==> src/kronos_types.sv <==
// Kronos shared types
// Widths, opcodes and decode classes

package kronos_types;

    // ====================
    // Widths
    // ====================
    typedef logic [31:0] word_t;
    typedef logic [4:0]  reg_sel_t;
    typedef logic [2:0]  funct3_t;
    typedef logic [2:0]  op_class_t;

    // ====================
    // RV32I opcodes
    // ====================
    localparam logic [6:0] OPC_LUI    = 7'b0110111;
    localparam logic [6:0] OPC_AUIPC  = 7'b0010111;
    localparam logic [6:0] OPC_JAL    = 7'b1101111;
    localparam logic [6:0] OPC_JALR   = 7'b1100111;
    localparam logic [6:0] OPC_BRANCH = 7'b1100011;
    localparam logic [6:0] OPC_OP_IMM = 7'b0010011;
    localparam logic [6:0] OPC_OP     = 7'b0110011;

    // ====================
    // Decoded classes
    // ====================
    localparam op_class_t CLS_ALU_REG = 3'd0;
    localparam op_class_t CLS_ALU_IMM = 3'd1;
    localparam op_class_t CLS_LUI     = 3'd2;
    localparam op_class_t CLS_AUIPC   = 3'd3;
    localparam op_class_t CLS_JAL     = 3'd4;
    localparam op_class_t CLS_JALR    = 3'd5;
    localparam op_class_t CLS_BRANCH  = 3'd6;
    // Anything unsupported retires silently
    localparam op_class_t CLS_NOP     = 3'd7;

    // Fetch FSM
    typedef enum logic [1:0] {
        IDLE,
        REQ,
        DROP
    } fetch_state_t;

endpackage

==> src/kronos_pipe_if.sv <==
// Kronos pipeline links

`timescale 1ns/1ps

// Fetch to decode, valid/ready
interface fetch_if;
    import kronos_types::*;

    word_t pc;
    word_t instr;
    logic  vld;
    // Low while decode stalls
    logic  rdy;

    modport source (
        output pc, instr, vld,
        input  rdy
    );

    modport sink (
        input  pc, instr, vld,
        output rdy
    );
endinterface

// Decode to execute, always accepted
interface decode_if;
    import kronos_types::*;

    word_t     pc;
    word_t     rs1_data;
    word_t     rs2_data;
    word_t     imm;
    reg_sel_t  rd;
    funct3_t   funct3;
    // funct7 bit 5, selects SUB and SRA
    logic      alt;
    op_class_t op_class;
    logic      vld;

    modport source (output pc, rs1_data, rs2_data, imm, rd, funct3, alt, op_class, vld);
    modport sink   (input  pc, rs1_data, rs2_data, imm, rd, funct3, alt, op_class, vld);
endinterface

==> src/kronos_core.sv <==
// Kronos 4-stage RV32I core

`timescale 1ns/1ps

module kronos_core #(
    parameter kronos_types::word_t BOOT_ADDR = '0
) (
    input  logic                   clk,
    input  logic                   reset,
    output kronos_types::word_t    instr_addr,
    input  kronos_types::word_t    instr_data,
    output logic                   instr_req,
    input  logic                   instr_gnt,
    // Retire trace
    output logic                   regwr_en,
    output kronos_types::reg_sel_t regwr_sel,
    output kronos_types::word_t    regwr_data
);
    import kronos_types::*;

    fetch_if  fetch ();
    decode_if decode ();

    // Redirect from write-back
    logic     branch;
    word_t    branch_target;

    // Destination of the instruction in execute
    reg_sel_t ex_rd;
    logic     ex_wr;

    // Execute register
    word_t    ex_result;
    reg_sel_t ex_dest;
    logic     ex_regwr;
    logic     ex_branch_req;
    word_t    ex_target;
    logic     ex_vld;

    // ====================
    // Fetch
    // ====================
    kronos_if #(
        .BOOT_ADDR (BOOT_ADDR)
    ) u_if (
        .clk           (clk),
        .reset         (reset),
        .instr_addr    (instr_addr),
        .instr_data    (instr_data),
        .instr_req     (instr_req),
        .instr_gnt     (instr_gnt),
        .fetch         (fetch.source),
        .branch        (branch),
        .branch_target (branch_target)
    );

    // ====================
    // Decode
    // ====================
    kronos_id u_id (
        .clk        (clk),
        .reset      (reset),
        .fetch      (fetch.sink),
        .decode     (decode.source),
        .ex_rd      (ex_rd),
        .ex_wr      (ex_wr),
        .regwr_en   (regwr_en),
        .regwr_sel  (regwr_sel),
        .regwr_data (regwr_data),
        .branch     (branch)
    );

    // ====================
    // Execute
    // ====================
    kronos_ex u_ex (
        .clk        (clk),
        .reset      (reset),
        .decode     (decode.sink),
        .ex_rd      (ex_rd),
        .ex_wr      (ex_wr),
        .result     (ex_result),
        .rd         (ex_dest),
        .regwr      (ex_regwr),
        .branch_req (ex_branch_req),
        .target     (ex_target),
        .vld        (ex_vld),
        .branch     (branch)
    );

    // ====================
    // Write-back
    // ====================
    kronos_wb u_wb (
        .clk           (clk),
        .reset         (reset),
        .result        (ex_result),
        .rd            (ex_dest),
        .regwr         (ex_regwr),
        .branch_req    (ex_branch_req),
        .target        (ex_target),
        .vld           (ex_vld),
        .regwr_en      (regwr_en),
        .regwr_sel     (regwr_sel),
        .regwr_data    (regwr_data),
        .branch        (branch),
        .branch_target (branch_target)
    );

endmodule

==> src/kronos_ex.sv <==
// Kronos execute stage

`timescale 1ns/1ps

module kronos_ex (
    input  logic                   clk,
    input  logic                   reset,
    decode_if.sink                 decode,
    output kronos_types::reg_sel_t ex_rd,
    output logic                   ex_wr,
    output kronos_types::word_t    result,
    output kronos_types::reg_sel_t rd,
    output logic                   regwr,
    output logic                   branch_req,
    output kronos_types::word_t    target,
    output logic                   vld,
    input  logic                   branch
);
    import kronos_types::*;

    word_t op_a;
    word_t op_b;
    word_t alu_out;
    word_t ex_result;
    word_t ex_target;
    logic  writes_rd;
    logic  cond;
    logic  taken;

    assign op_a = decode.rs1_data;
    assign op_b = (decode.op_class == CLS_ALU_REG) ? decode.rs2_data : decode.imm;

    // ====================
    // ALU
    // ====================
    always_comb begin
        case (decode.funct3)
            // SUB only for register form, ADDI has imm bits there
            3'b000: alu_out = (decode.alt && decode.op_class == CLS_ALU_REG)
                            ? op_a - op_b : op_a + op_b;
            3'b001: alu_out = op_a << op_b[4:0];
            3'b010: alu_out = {31'b0, $signed(op_a) < $signed(op_b)};
            3'b011: alu_out = {31'b0, op_a < op_b};
            3'b100: alu_out = op_a ^ op_b;
            3'b101: alu_out = decode.alt ? word_t'($signed(op_a) >>> op_b[4:0])
                                         : op_a >> op_b[4:0];
            3'b110: alu_out = op_a | op_b;
            default: alu_out = op_a & op_b;
        endcase
    end

    always_comb begin
        case (decode.op_class)
            CLS_LUI:               ex_result = decode.imm;
            CLS_AUIPC:             ex_result = decode.pc + decode.imm;
            CLS_JAL, CLS_JALR:     ex_result = decode.pc + 32'd4;
            default:               ex_result = alu_out;
        endcase
    end

    // ====================
    // Branch unit
    // ====================
    always_comb begin
        case (decode.funct3)
            3'b000:  cond = decode.rs1_data == decode.rs2_data;
            3'b001:  cond = decode.rs1_data != decode.rs2_data;
            3'b100:  cond = $signed(decode.rs1_data) < $signed(decode.rs2_data);
            3'b101:  cond = $signed(decode.rs1_data) >= $signed(decode.rs2_data);
            3'b110:  cond = decode.rs1_data < decode.rs2_data;
            3'b111:  cond = decode.rs1_data >= decode.rs2_data;
            default: cond = 1'b0;
        endcase
    end

    assign taken = (decode.op_class == CLS_BRANCH && cond)
                || decode.op_class == CLS_JAL || decode.op_class == CLS_JALR;

    // JALR clears bit 0 of the sum
    assign ex_target = (decode.op_class == CLS_JALR)
                     ? ((decode.rs1_data + decode.imm) & ~32'd1)
                     : decode.pc + decode.imm;

    assign writes_rd = (decode.op_class != CLS_BRANCH) && (decode.op_class != CLS_NOP);

    // Hazard info for decode
    assign ex_rd = decode.rd;
    assign ex_wr = decode.vld && writes_rd;

    // ====================
    // Execute register
    // ====================
    always_ff @(posedge clk) begin
        if (reset) begin
            vld <= 1'b0;
        end else begin
            vld <= decode.vld && !branch;
        end
    end

    always_ff @(posedge clk) begin
        result     <= ex_result;
        rd         <= decode.rd;
        regwr      <= writes_rd;
        branch_req <= taken;
        target     <= ex_target;
    end

endmodule

==> src/kronos_id.sv <==
// Kronos decode stage

`timescale 1ns/1ps

module kronos_id (
    input  logic                   clk,
    input  logic                   reset,
    fetch_if.sink                  fetch,
    decode_if.source               decode,
    input  kronos_types::reg_sel_t ex_rd,
    input  logic                   ex_wr,
    input  logic                   regwr_en,
    input  kronos_types::reg_sel_t regwr_sel,
    input  kronos_types::word_t    regwr_data,
    input  logic                   branch
);
    import kronos_types::*;

    // x1..x31, x0 is hardwired
    word_t     regs [31:1];

    logic [6:0] opcode;
    reg_sel_t   rs1;
    reg_sel_t   rs2;
    op_class_t  op_class;
    word_t      imm;
    word_t      rs1_data;
    word_t      rs2_data;
    logic       use_rs1;
    logic       use_rs2;
    logic       stall;

    assign opcode = fetch.instr[6:0];
    assign rs1    = fetch.instr[19:15];
    assign rs2    = fetch.instr[24:20];

    // ====================
    // Register file
    // ====================
    always_ff @(posedge clk) begin
        if (regwr_en && regwr_sel != '0) begin
            regs[regwr_sel] <= regwr_data;
        end
    end

    // Same-cycle write passes straight through
    function automatic word_t read_reg(input reg_sel_t sel);
        if (sel == '0) begin
            return '0;
        end else if (regwr_en && regwr_sel == sel) begin
            return regwr_data;
        end else begin
            return regs[sel];
        end
    endfunction

    always_comb begin
        rs1_data = read_reg(rs1);
        rs2_data = read_reg(rs2);
    end

    // ====================
    // Decode
    // ====================
    always_comb begin
        op_class = CLS_NOP;
        use_rs1  = 1'b0;
        use_rs2  = 1'b0;
        // I-type by default
        imm      = {{20{fetch.instr[31]}}, fetch.instr[31:20]};
        case (opcode)
            OPC_OP: begin
                op_class = CLS_ALU_REG;
                use_rs1  = 1'b1;
                use_rs2  = 1'b1;
            end
            OPC_OP_IMM: begin
                op_class = CLS_ALU_IMM;
                use_rs1  = 1'b1;
            end
            OPC_LUI: begin
                op_class = CLS_LUI;
                imm      = {fetch.instr[31:12], 12'b0};
            end
            OPC_AUIPC: begin
                op_class = CLS_AUIPC;
                imm      = {fetch.instr[31:12], 12'b0};
            end
            OPC_JAL: begin
                op_class = CLS_JAL;
                imm      = {{11{fetch.instr[31]}}, fetch.instr[31], fetch.instr[19:12],
                            fetch.instr[20], fetch.instr[30:21], 1'b0};
            end
            OPC_JALR: begin
                op_class = CLS_JALR;
                use_rs1  = 1'b1;
            end
            OPC_BRANCH: begin
                op_class = CLS_BRANCH;
                use_rs1  = 1'b1;
                use_rs2  = 1'b1;
                imm      = {{19{fetch.instr[31]}}, fetch.instr[31], fetch.instr[7],
                            fetch.instr[30:25], fetch.instr[11:8], 1'b0};
            end
            default: op_class = CLS_NOP;
        endcase
    end

    // RAW on the instruction now in execute, no forwarding
    assign stall = fetch.vld && ex_wr && (ex_rd != '0)
                && ((use_rs1 && rs1 == ex_rd) || (use_rs2 && rs2 == ex_rd));

    assign fetch.rdy = !stall;

    // ====================
    // Decode register
    // ====================
    always_ff @(posedge clk) begin
        if (reset) begin
            decode.vld <= 1'b0;
        end else begin
            // Bubble on stall, flush on redirect
            decode.vld <= fetch.vld && !stall && !branch;
        end
    end

    always_ff @(posedge clk) begin
        if (fetch.vld && !stall) begin
            decode.pc       <= fetch.pc;
            decode.rs1_data <= rs1_data;
            decode.rs2_data <= rs2_data;
            decode.imm      <= imm;
            decode.rd       <= fetch.instr[11:7];
            decode.funct3   <= fetch.instr[14:12];
            decode.alt      <= fetch.instr[30];
            decode.op_class <= op_class;
        end
    end

endmodule

==> src/kronos_if.sv <==
// Kronos fetch stage

`timescale 1ns/1ps

module kronos_if #(
    parameter kronos_types::word_t BOOT_ADDR = '0
) (
    input  logic                clk,
    input  logic                reset,
    output kronos_types::word_t instr_addr,
    input  kronos_types::word_t instr_data,
    output logic                instr_req,
    input  logic                instr_gnt,
    fetch_if.source             fetch,
    input  logic                branch,
    input  kronos_types::word_t branch_target
);
    import kronos_types::*;

    fetch_state_t state;
    // Address of the pending or next request
    word_t        pc;
    // Target parked while a stale grant is awaited
    word_t        redirect_pc;
    logic         granted;
    logic         out_free;

    assign granted  = (state == REQ) && instr_gnt;
    // Output empty, or drained at this edge
    assign out_free = !fetch.vld || fetch.rdy;

    // Bus held stable until grant
    assign instr_req  = (state != IDLE);
    assign instr_addr = pc;

    // ====================
    // Request FSM
    // ====================
    always_ff @(posedge clk) begin
        if (reset) begin
            state <= IDLE;
            pc    <= BOOT_ADDR;
        end else begin
            case (state)
                IDLE: begin
                    if (branch) begin
                        pc    <= branch_target;
                        state <= REQ;
                    end else if (out_free) begin
                        state <= REQ;
                    end
                end
                REQ: begin
                    if (branch) begin
                        // Grant now means the word is simply discarded
                        if (instr_gnt) begin
                            pc <= branch_target;
                        end else begin
                            state <= DROP;
                        end
                    end else if (instr_gnt) begin
                        pc    <= pc + 32'd4;
                        state <= IDLE;
                    end
                end
                DROP: begin
                    // Wait out the stale grant, then go to target
                    if (instr_gnt) begin
                        pc    <= redirect_pc;
                        state <= REQ;
                    end
                end
                default: state <= IDLE;
            endcase
        end
    end

    always_ff @(posedge clk) begin
        if (branch) begin
            redirect_pc <= branch_target;
        end
    end

    // ====================
    // Output register
    // ====================
    always_ff @(posedge clk) begin
        if (reset) begin
            fetch.vld <= 1'b0;
        end else if (branch) begin
            fetch.vld <= 1'b0;
        end else if (granted) begin
            fetch.vld <= 1'b1;
        end else if (fetch.rdy) begin
            fetch.vld <= 1'b0;
        end
    end

    // Only loaded in REQ, output is always free there
    always_ff @(posedge clk) begin
        if (granted) begin
            fetch.pc    <= pc;
            fetch.instr <= instr_data;
        end
    end

endmodule

==> src/kronos_wb.sv <==
// Kronos write-back stage

`timescale 1ns/1ps

module kronos_wb (
    input  logic                   clk,
    input  logic                   reset,
    input  kronos_types::word_t    result,
    input  kronos_types::reg_sel_t rd,
    input  logic                   regwr,
    input  logic                   branch_req,
    input  kronos_types::word_t    target,
    input  logic                   vld,
    output logic                   regwr_en,
    output kronos_types::reg_sel_t regwr_sel,
    output kronos_types::word_t    regwr_data,
    output logic                   branch,
    output kronos_types::word_t    branch_target
);

    // Set in the cycle after a redirect
    logic branch_done;

    // x0 writes never retire
    assign regwr_en   = vld && regwr && (rd != '0);
    assign regwr_sel  = rd;
    assign regwr_data = result;

    // One pulse per taken instruction
    assign branch        = vld && branch_req && !branch_done;
    assign branch_target = target;

    always_ff @(posedge clk) begin
        if (reset) begin
            branch_done <= 1'b0;
        end else begin
            branch_done <= branch;
        end
    end

endmodule

==> config.mk <==
export PLATFORM = sky130hd
export DESIGN_NAME = kronos_core
export DESIGN_NICKNAME = d
export VERILOG_FILES = /design/src/kronos_types.sv /design/src/kronos_pipe_if.sv /design/src/kronos_core.sv /design/src/kronos_ex.sv /design/src/kronos_id.sv /design/src/kronos_if.sv /design/src/kronos_wb.sv
export SDC_FILE = /design/constraint.sdc
export NUM_CORES = 2
export LEC_CHECK = 0
export BUFFER_PORTS_ARGS = -buffer_cell sky130_fd_sc_hd__buf_4
export CAP_MARGIN = 20
export CORE_AREA = 3 3 498 500
export CTS_CLUSTER_DIAMETER = 60
export CTS_CLUSTER_SIZE = 10
export DETAILED_ROUTE_END_ITERATION = 7
export DIE_AREA = 0 0 501 503
export PLACE_DENSITY = 0.5
export SYNTH_ARGS = -nofsm -noshare
export SYNTH_HDL_FRONTEND = slang
export SYNTH_SLANG_ARGS = --single-unit
==> constraint.sdc <==
create_clock -name clk -period 9.5 [get_ports clk]
set_input_delay 1.9 -clock clk [delete_from_list [all_inputs] [get_ports clk]]
set_output_delay 1.9 -clock clk [all_outputs]
set_load 0.005 [all_outputs]
==> qor.txt <==
fin nets -> 5740
MaxCap Viol Count -> 0
Root Driver -> clkbuf_16
Max rail drop VDD -> 0.193 mV
power per cell area -> 169 nW/um2
antenna viol nets, final -> 0
initial core utilization -> 30.0%
Leak -> 28.3 nW
RSZ-0062 raised after global routing -> false
Worst Skew -> 0.0453 ns
initial antenna violation count -> 10
share of cells above drive strength 1 -> 20.5%
hpwl dp -> 185000 um
top-area cell type share of the netlist area -> 50.4%
Routed Wire Length -> 284000 um
crit path DAT -> 6.39 ns
Critical R2R Launch -> u_id.decode.op_class[2]$_DFFE_PP_
CTS Buf Count -> 167
multiplexer area fraction after synthesis -> 20.3%
setup bufs post-CTS -> 0
main area contributors after synthesis -> edfxtp_1 (50%), mux4_2 (16%), mux2i_1 (3.9%)
via count -> 51400
Slew Viols, Final -> 0
Worst Hold Class -> register to register
Die X -> 501 um
1st-iter DRT viols -> 6001
Area growth, synth to finish -> 13.8%
TritonCTS Sinks -> 1337
via density per instance -> 5.85
complex-gate fraction of the synthesized area -> 11.4%
hold endpoint -> u_id.decode.pc[16]$_DFFE_PP_
Post-CTS Hold Buffers -> 0
Setup Viol. Count Final -> 0
Die Ht -> 503 um
crit-path leading delay family -> compound AO/OA/AOI/OAI gates
first-pass GRT wire length -> 398000 um
fin cells -> 8779
net count after synthesis -> 5665
Critical R2R Capture -> u_ex.result[21]$_DFF_P_
sequential element share of the synthesized area -> 53.4%
Ys Warns -> 0
dominant cell type by area after synthesis -> edfxtp_1
IO Pins -> 106
PortBufs -> 105
htree depth -> 4
# rows -> 181
status -> completed
Core ar. -> 243000 um2
Mapped Avg Cell Area -> 13.4 um2
largest family of logic cells by synthesized area -> multiplexers
hold path cells -> 0
routability cong. -> 1.02
CP Depth -> 15
post-synthesis async set-or-reset flop share -> 0%
Tot GR Track Use -> 22.0%
vias in the first global route -> 50600
most common cell after layout, fill and taps aside -> edfxtp_1
Synth Flop Type -> edfxtp_1
count of cell types in the netlist -> 91
post-synthesis adder-cell area fraction -> 3.33%
Synth Area in XOR/XNOR -> 1.88%
worst-margin pin slew -> 1.31 ns
post_cts resized -> 0
Avg WL per Cell -> 32.3 um
critical path startpoint category -> register
DIE AREA -> 252000 um2
Clock Latency Late Sink -> 0.85 ns
setup ws final -> 3.76 ns
#FFs+latches synth -> 1337
Critical Path Max Stage Delay -> 0.84 ns
CTS Buffer Depth -> 3
Tmin final -> 5.74 ns
final worst path period share -> 60.5%
Post-synth EDFFs -> 1228
Worst Hold Launch -> u_if.fetch.pc[16]$_DFFE_PP_
cells after synthesis -> 5437
Worst Path Max Fanout -> 55
global route overflow -> 0
CP Class -> register to register
clk slew on worst S/H paths -> 0.06 ns
worst r2r path cells -> 15
worst-path cell chain -> or4b_1, nand2_2, buf_4, ha_1, nand3_1, a2111oi_0, a211oi_1, buf_4, a211oi_1, o21ba_2, o211a_1, mux2_2, a211o_1, o211ai_1, o211ai_1
largest net degree at the start of global routing -> 109
CP bufs+invs -> 2
CTS tree -> built
Netlist Area Pre-Place -> 73100 um2
fmax -> 174 MHz
FILL cells -> 23400
Crit. End Element -> register
DP Worst Slack -> 3.90 ns
# DRC -> 0
Sum Neg Setup Slack -> 0 ns
Slew Limit Headroom -> 11.6%
Synth Area in Simple Gates -> 6.69%
Hold Fails Final Rpt -> 0
flop-to-flop setup slack -> 3.76 ns
DRT Pass-1 Iters -> 6
commonest cells after routing, fill and taps aside -> edfxtp_1 (1228), mux4_2 (514), a21oi_1 (395)
Worst path slowest cell -> or4b_1
CP required -> 10.15 ns
Cells after DPL -> 8545
## cells in the mapped netlist (66+ instances only)
cell type / instances
edfxtp_1: 1228
mux4_2: 514
nor2_1: 427
a21oi_1: 396
mux2i_1: 282
nand2_1: 264
clkbuf_1: 258
o21ai_0: 247
ha_1: 190
inv_1: 153
a211oi_1: 150
dfxtp_1: 109
xnor2_1: 102
nor3_1: 83
nand3_1: 74
a21o_1: 66
## per-stage QoR
stage | utilization [%] | power [mW] | hold slack [ns] | area, um2
2_1_floorplan | - | 7.61 | 0.400 | 73100
3_3_place_gp | 32.1 | 8.21 | 0.403 | 78200
3_5_place_dp | 32.1 | 8.21 | 0.405 | 78200
4_1_cts | 34.2 | 14.2 | 0.409 | 83200
5_1_grt | 34.2 | 14.5 | 0.423 | 83200
6_report | 34.2 | 14.1 | 0.399 | 83200
## worst max path at each step
| stage | start | to | slack, ns |
|---|---|---|---|
| after global placement | u_id.decode.op_class[2]$_DFFE_PP_ | u_ex.result[21]$_DFF_P_ | 3.94 |
| after CTS | u_id.decode.op_class[2]$_DFFE_PP_ | u_ex.result[21]$_DFF_P_ | 3.86 |
| final | u_id.decode.op_class[2]$_DFFE_PP_ | u_ex.result[21]$_DFF_P_ | 3.76 |
| after detailed placement | u_id.decode.op_class[2]$_DFFE_PP_ | u_ex.result[21]$_DFF_P_ | 3.90 |
| after global routing | u_id.decode.op_class[0]$_DFFE_PP_ | u_ex.result[21]$_DFF_P_ | 3.51 |
| after floorplan | u_if.fetch.instr[15]$_DFFE_PP_ | u_id.decode.alt$_DFFE_PP_ | 3.80 |
## layout make-up
cell class | count | area [um2] | area share, %
tap | 3202 | 4010 | 4.82
inverter | 159 | 598 | 0.719
multi-input combinational | 3563 | 32300 | 38.8
sequential | 1337 | 39100 | 47.0
clock inverter | 46 | 736 | 0.884
timing repair buffer | 284 | 2240 | 2.70
antenna | 2 | 5.00 | 0.00602
clock buffer | 186 | 4270 | 5.13
## flip-flops by register name (all words and copies together), names as in the netlist, 32 cells and up
name and cells:
u_if.fetch.pc 32, u_ex.target 32, u_if.fetch.instr 32, u_id.decode.rs1_data 32
u_id.decode.imm 32, u_id.decode.pc 32, u_id.decode.rs2_data 32, u_id.regs 992
u_ex.result 32, u_if.redirect_pc 32, u_if.instr_addr 32
## report_power, final
group          switching (mW)  internal [mW]
combinational           0.911          0.534
clock                    2.57           3.39
sequential              0.116           6.54
## layer usage
layer  global-route usage [%]  vias to the layer above  part of all wire [%]  routed length, um
met5                        0                        -                 0.012                 34
met4                     10.5                        4                   5.3              15100
met3                     3.79                      534                   7.3              20600
met2                     34.8                     2360                    46             130000
met1                     29.4                    26700                    41             118000
li1                         -                    21800                     -                  -
## kinds of logic after synthesis
logic type,count (synthesis)
flops,1337
compound gates,1300
simple gates,1075
mux,838
buf+inv,537
fa+ha+maj,193
xor+xnor,157
## worst register-to-register path, delay by kind of cell, from the launching register on
| family | cells | cell delay [ns] |
|---|---|---|
| buffers and inverters | 2 | 0.82 |
| muxes | 1 | 0.33 |
| AOI/OAI and AO/OA | 8 | 2.32 |
| and+or+nand+nor | 3 | 1.15 |
| DFF | 1 | 0.66 |
| adders and majority gates | 1 | 0.29 |
(Power assumes the default switching activity.)
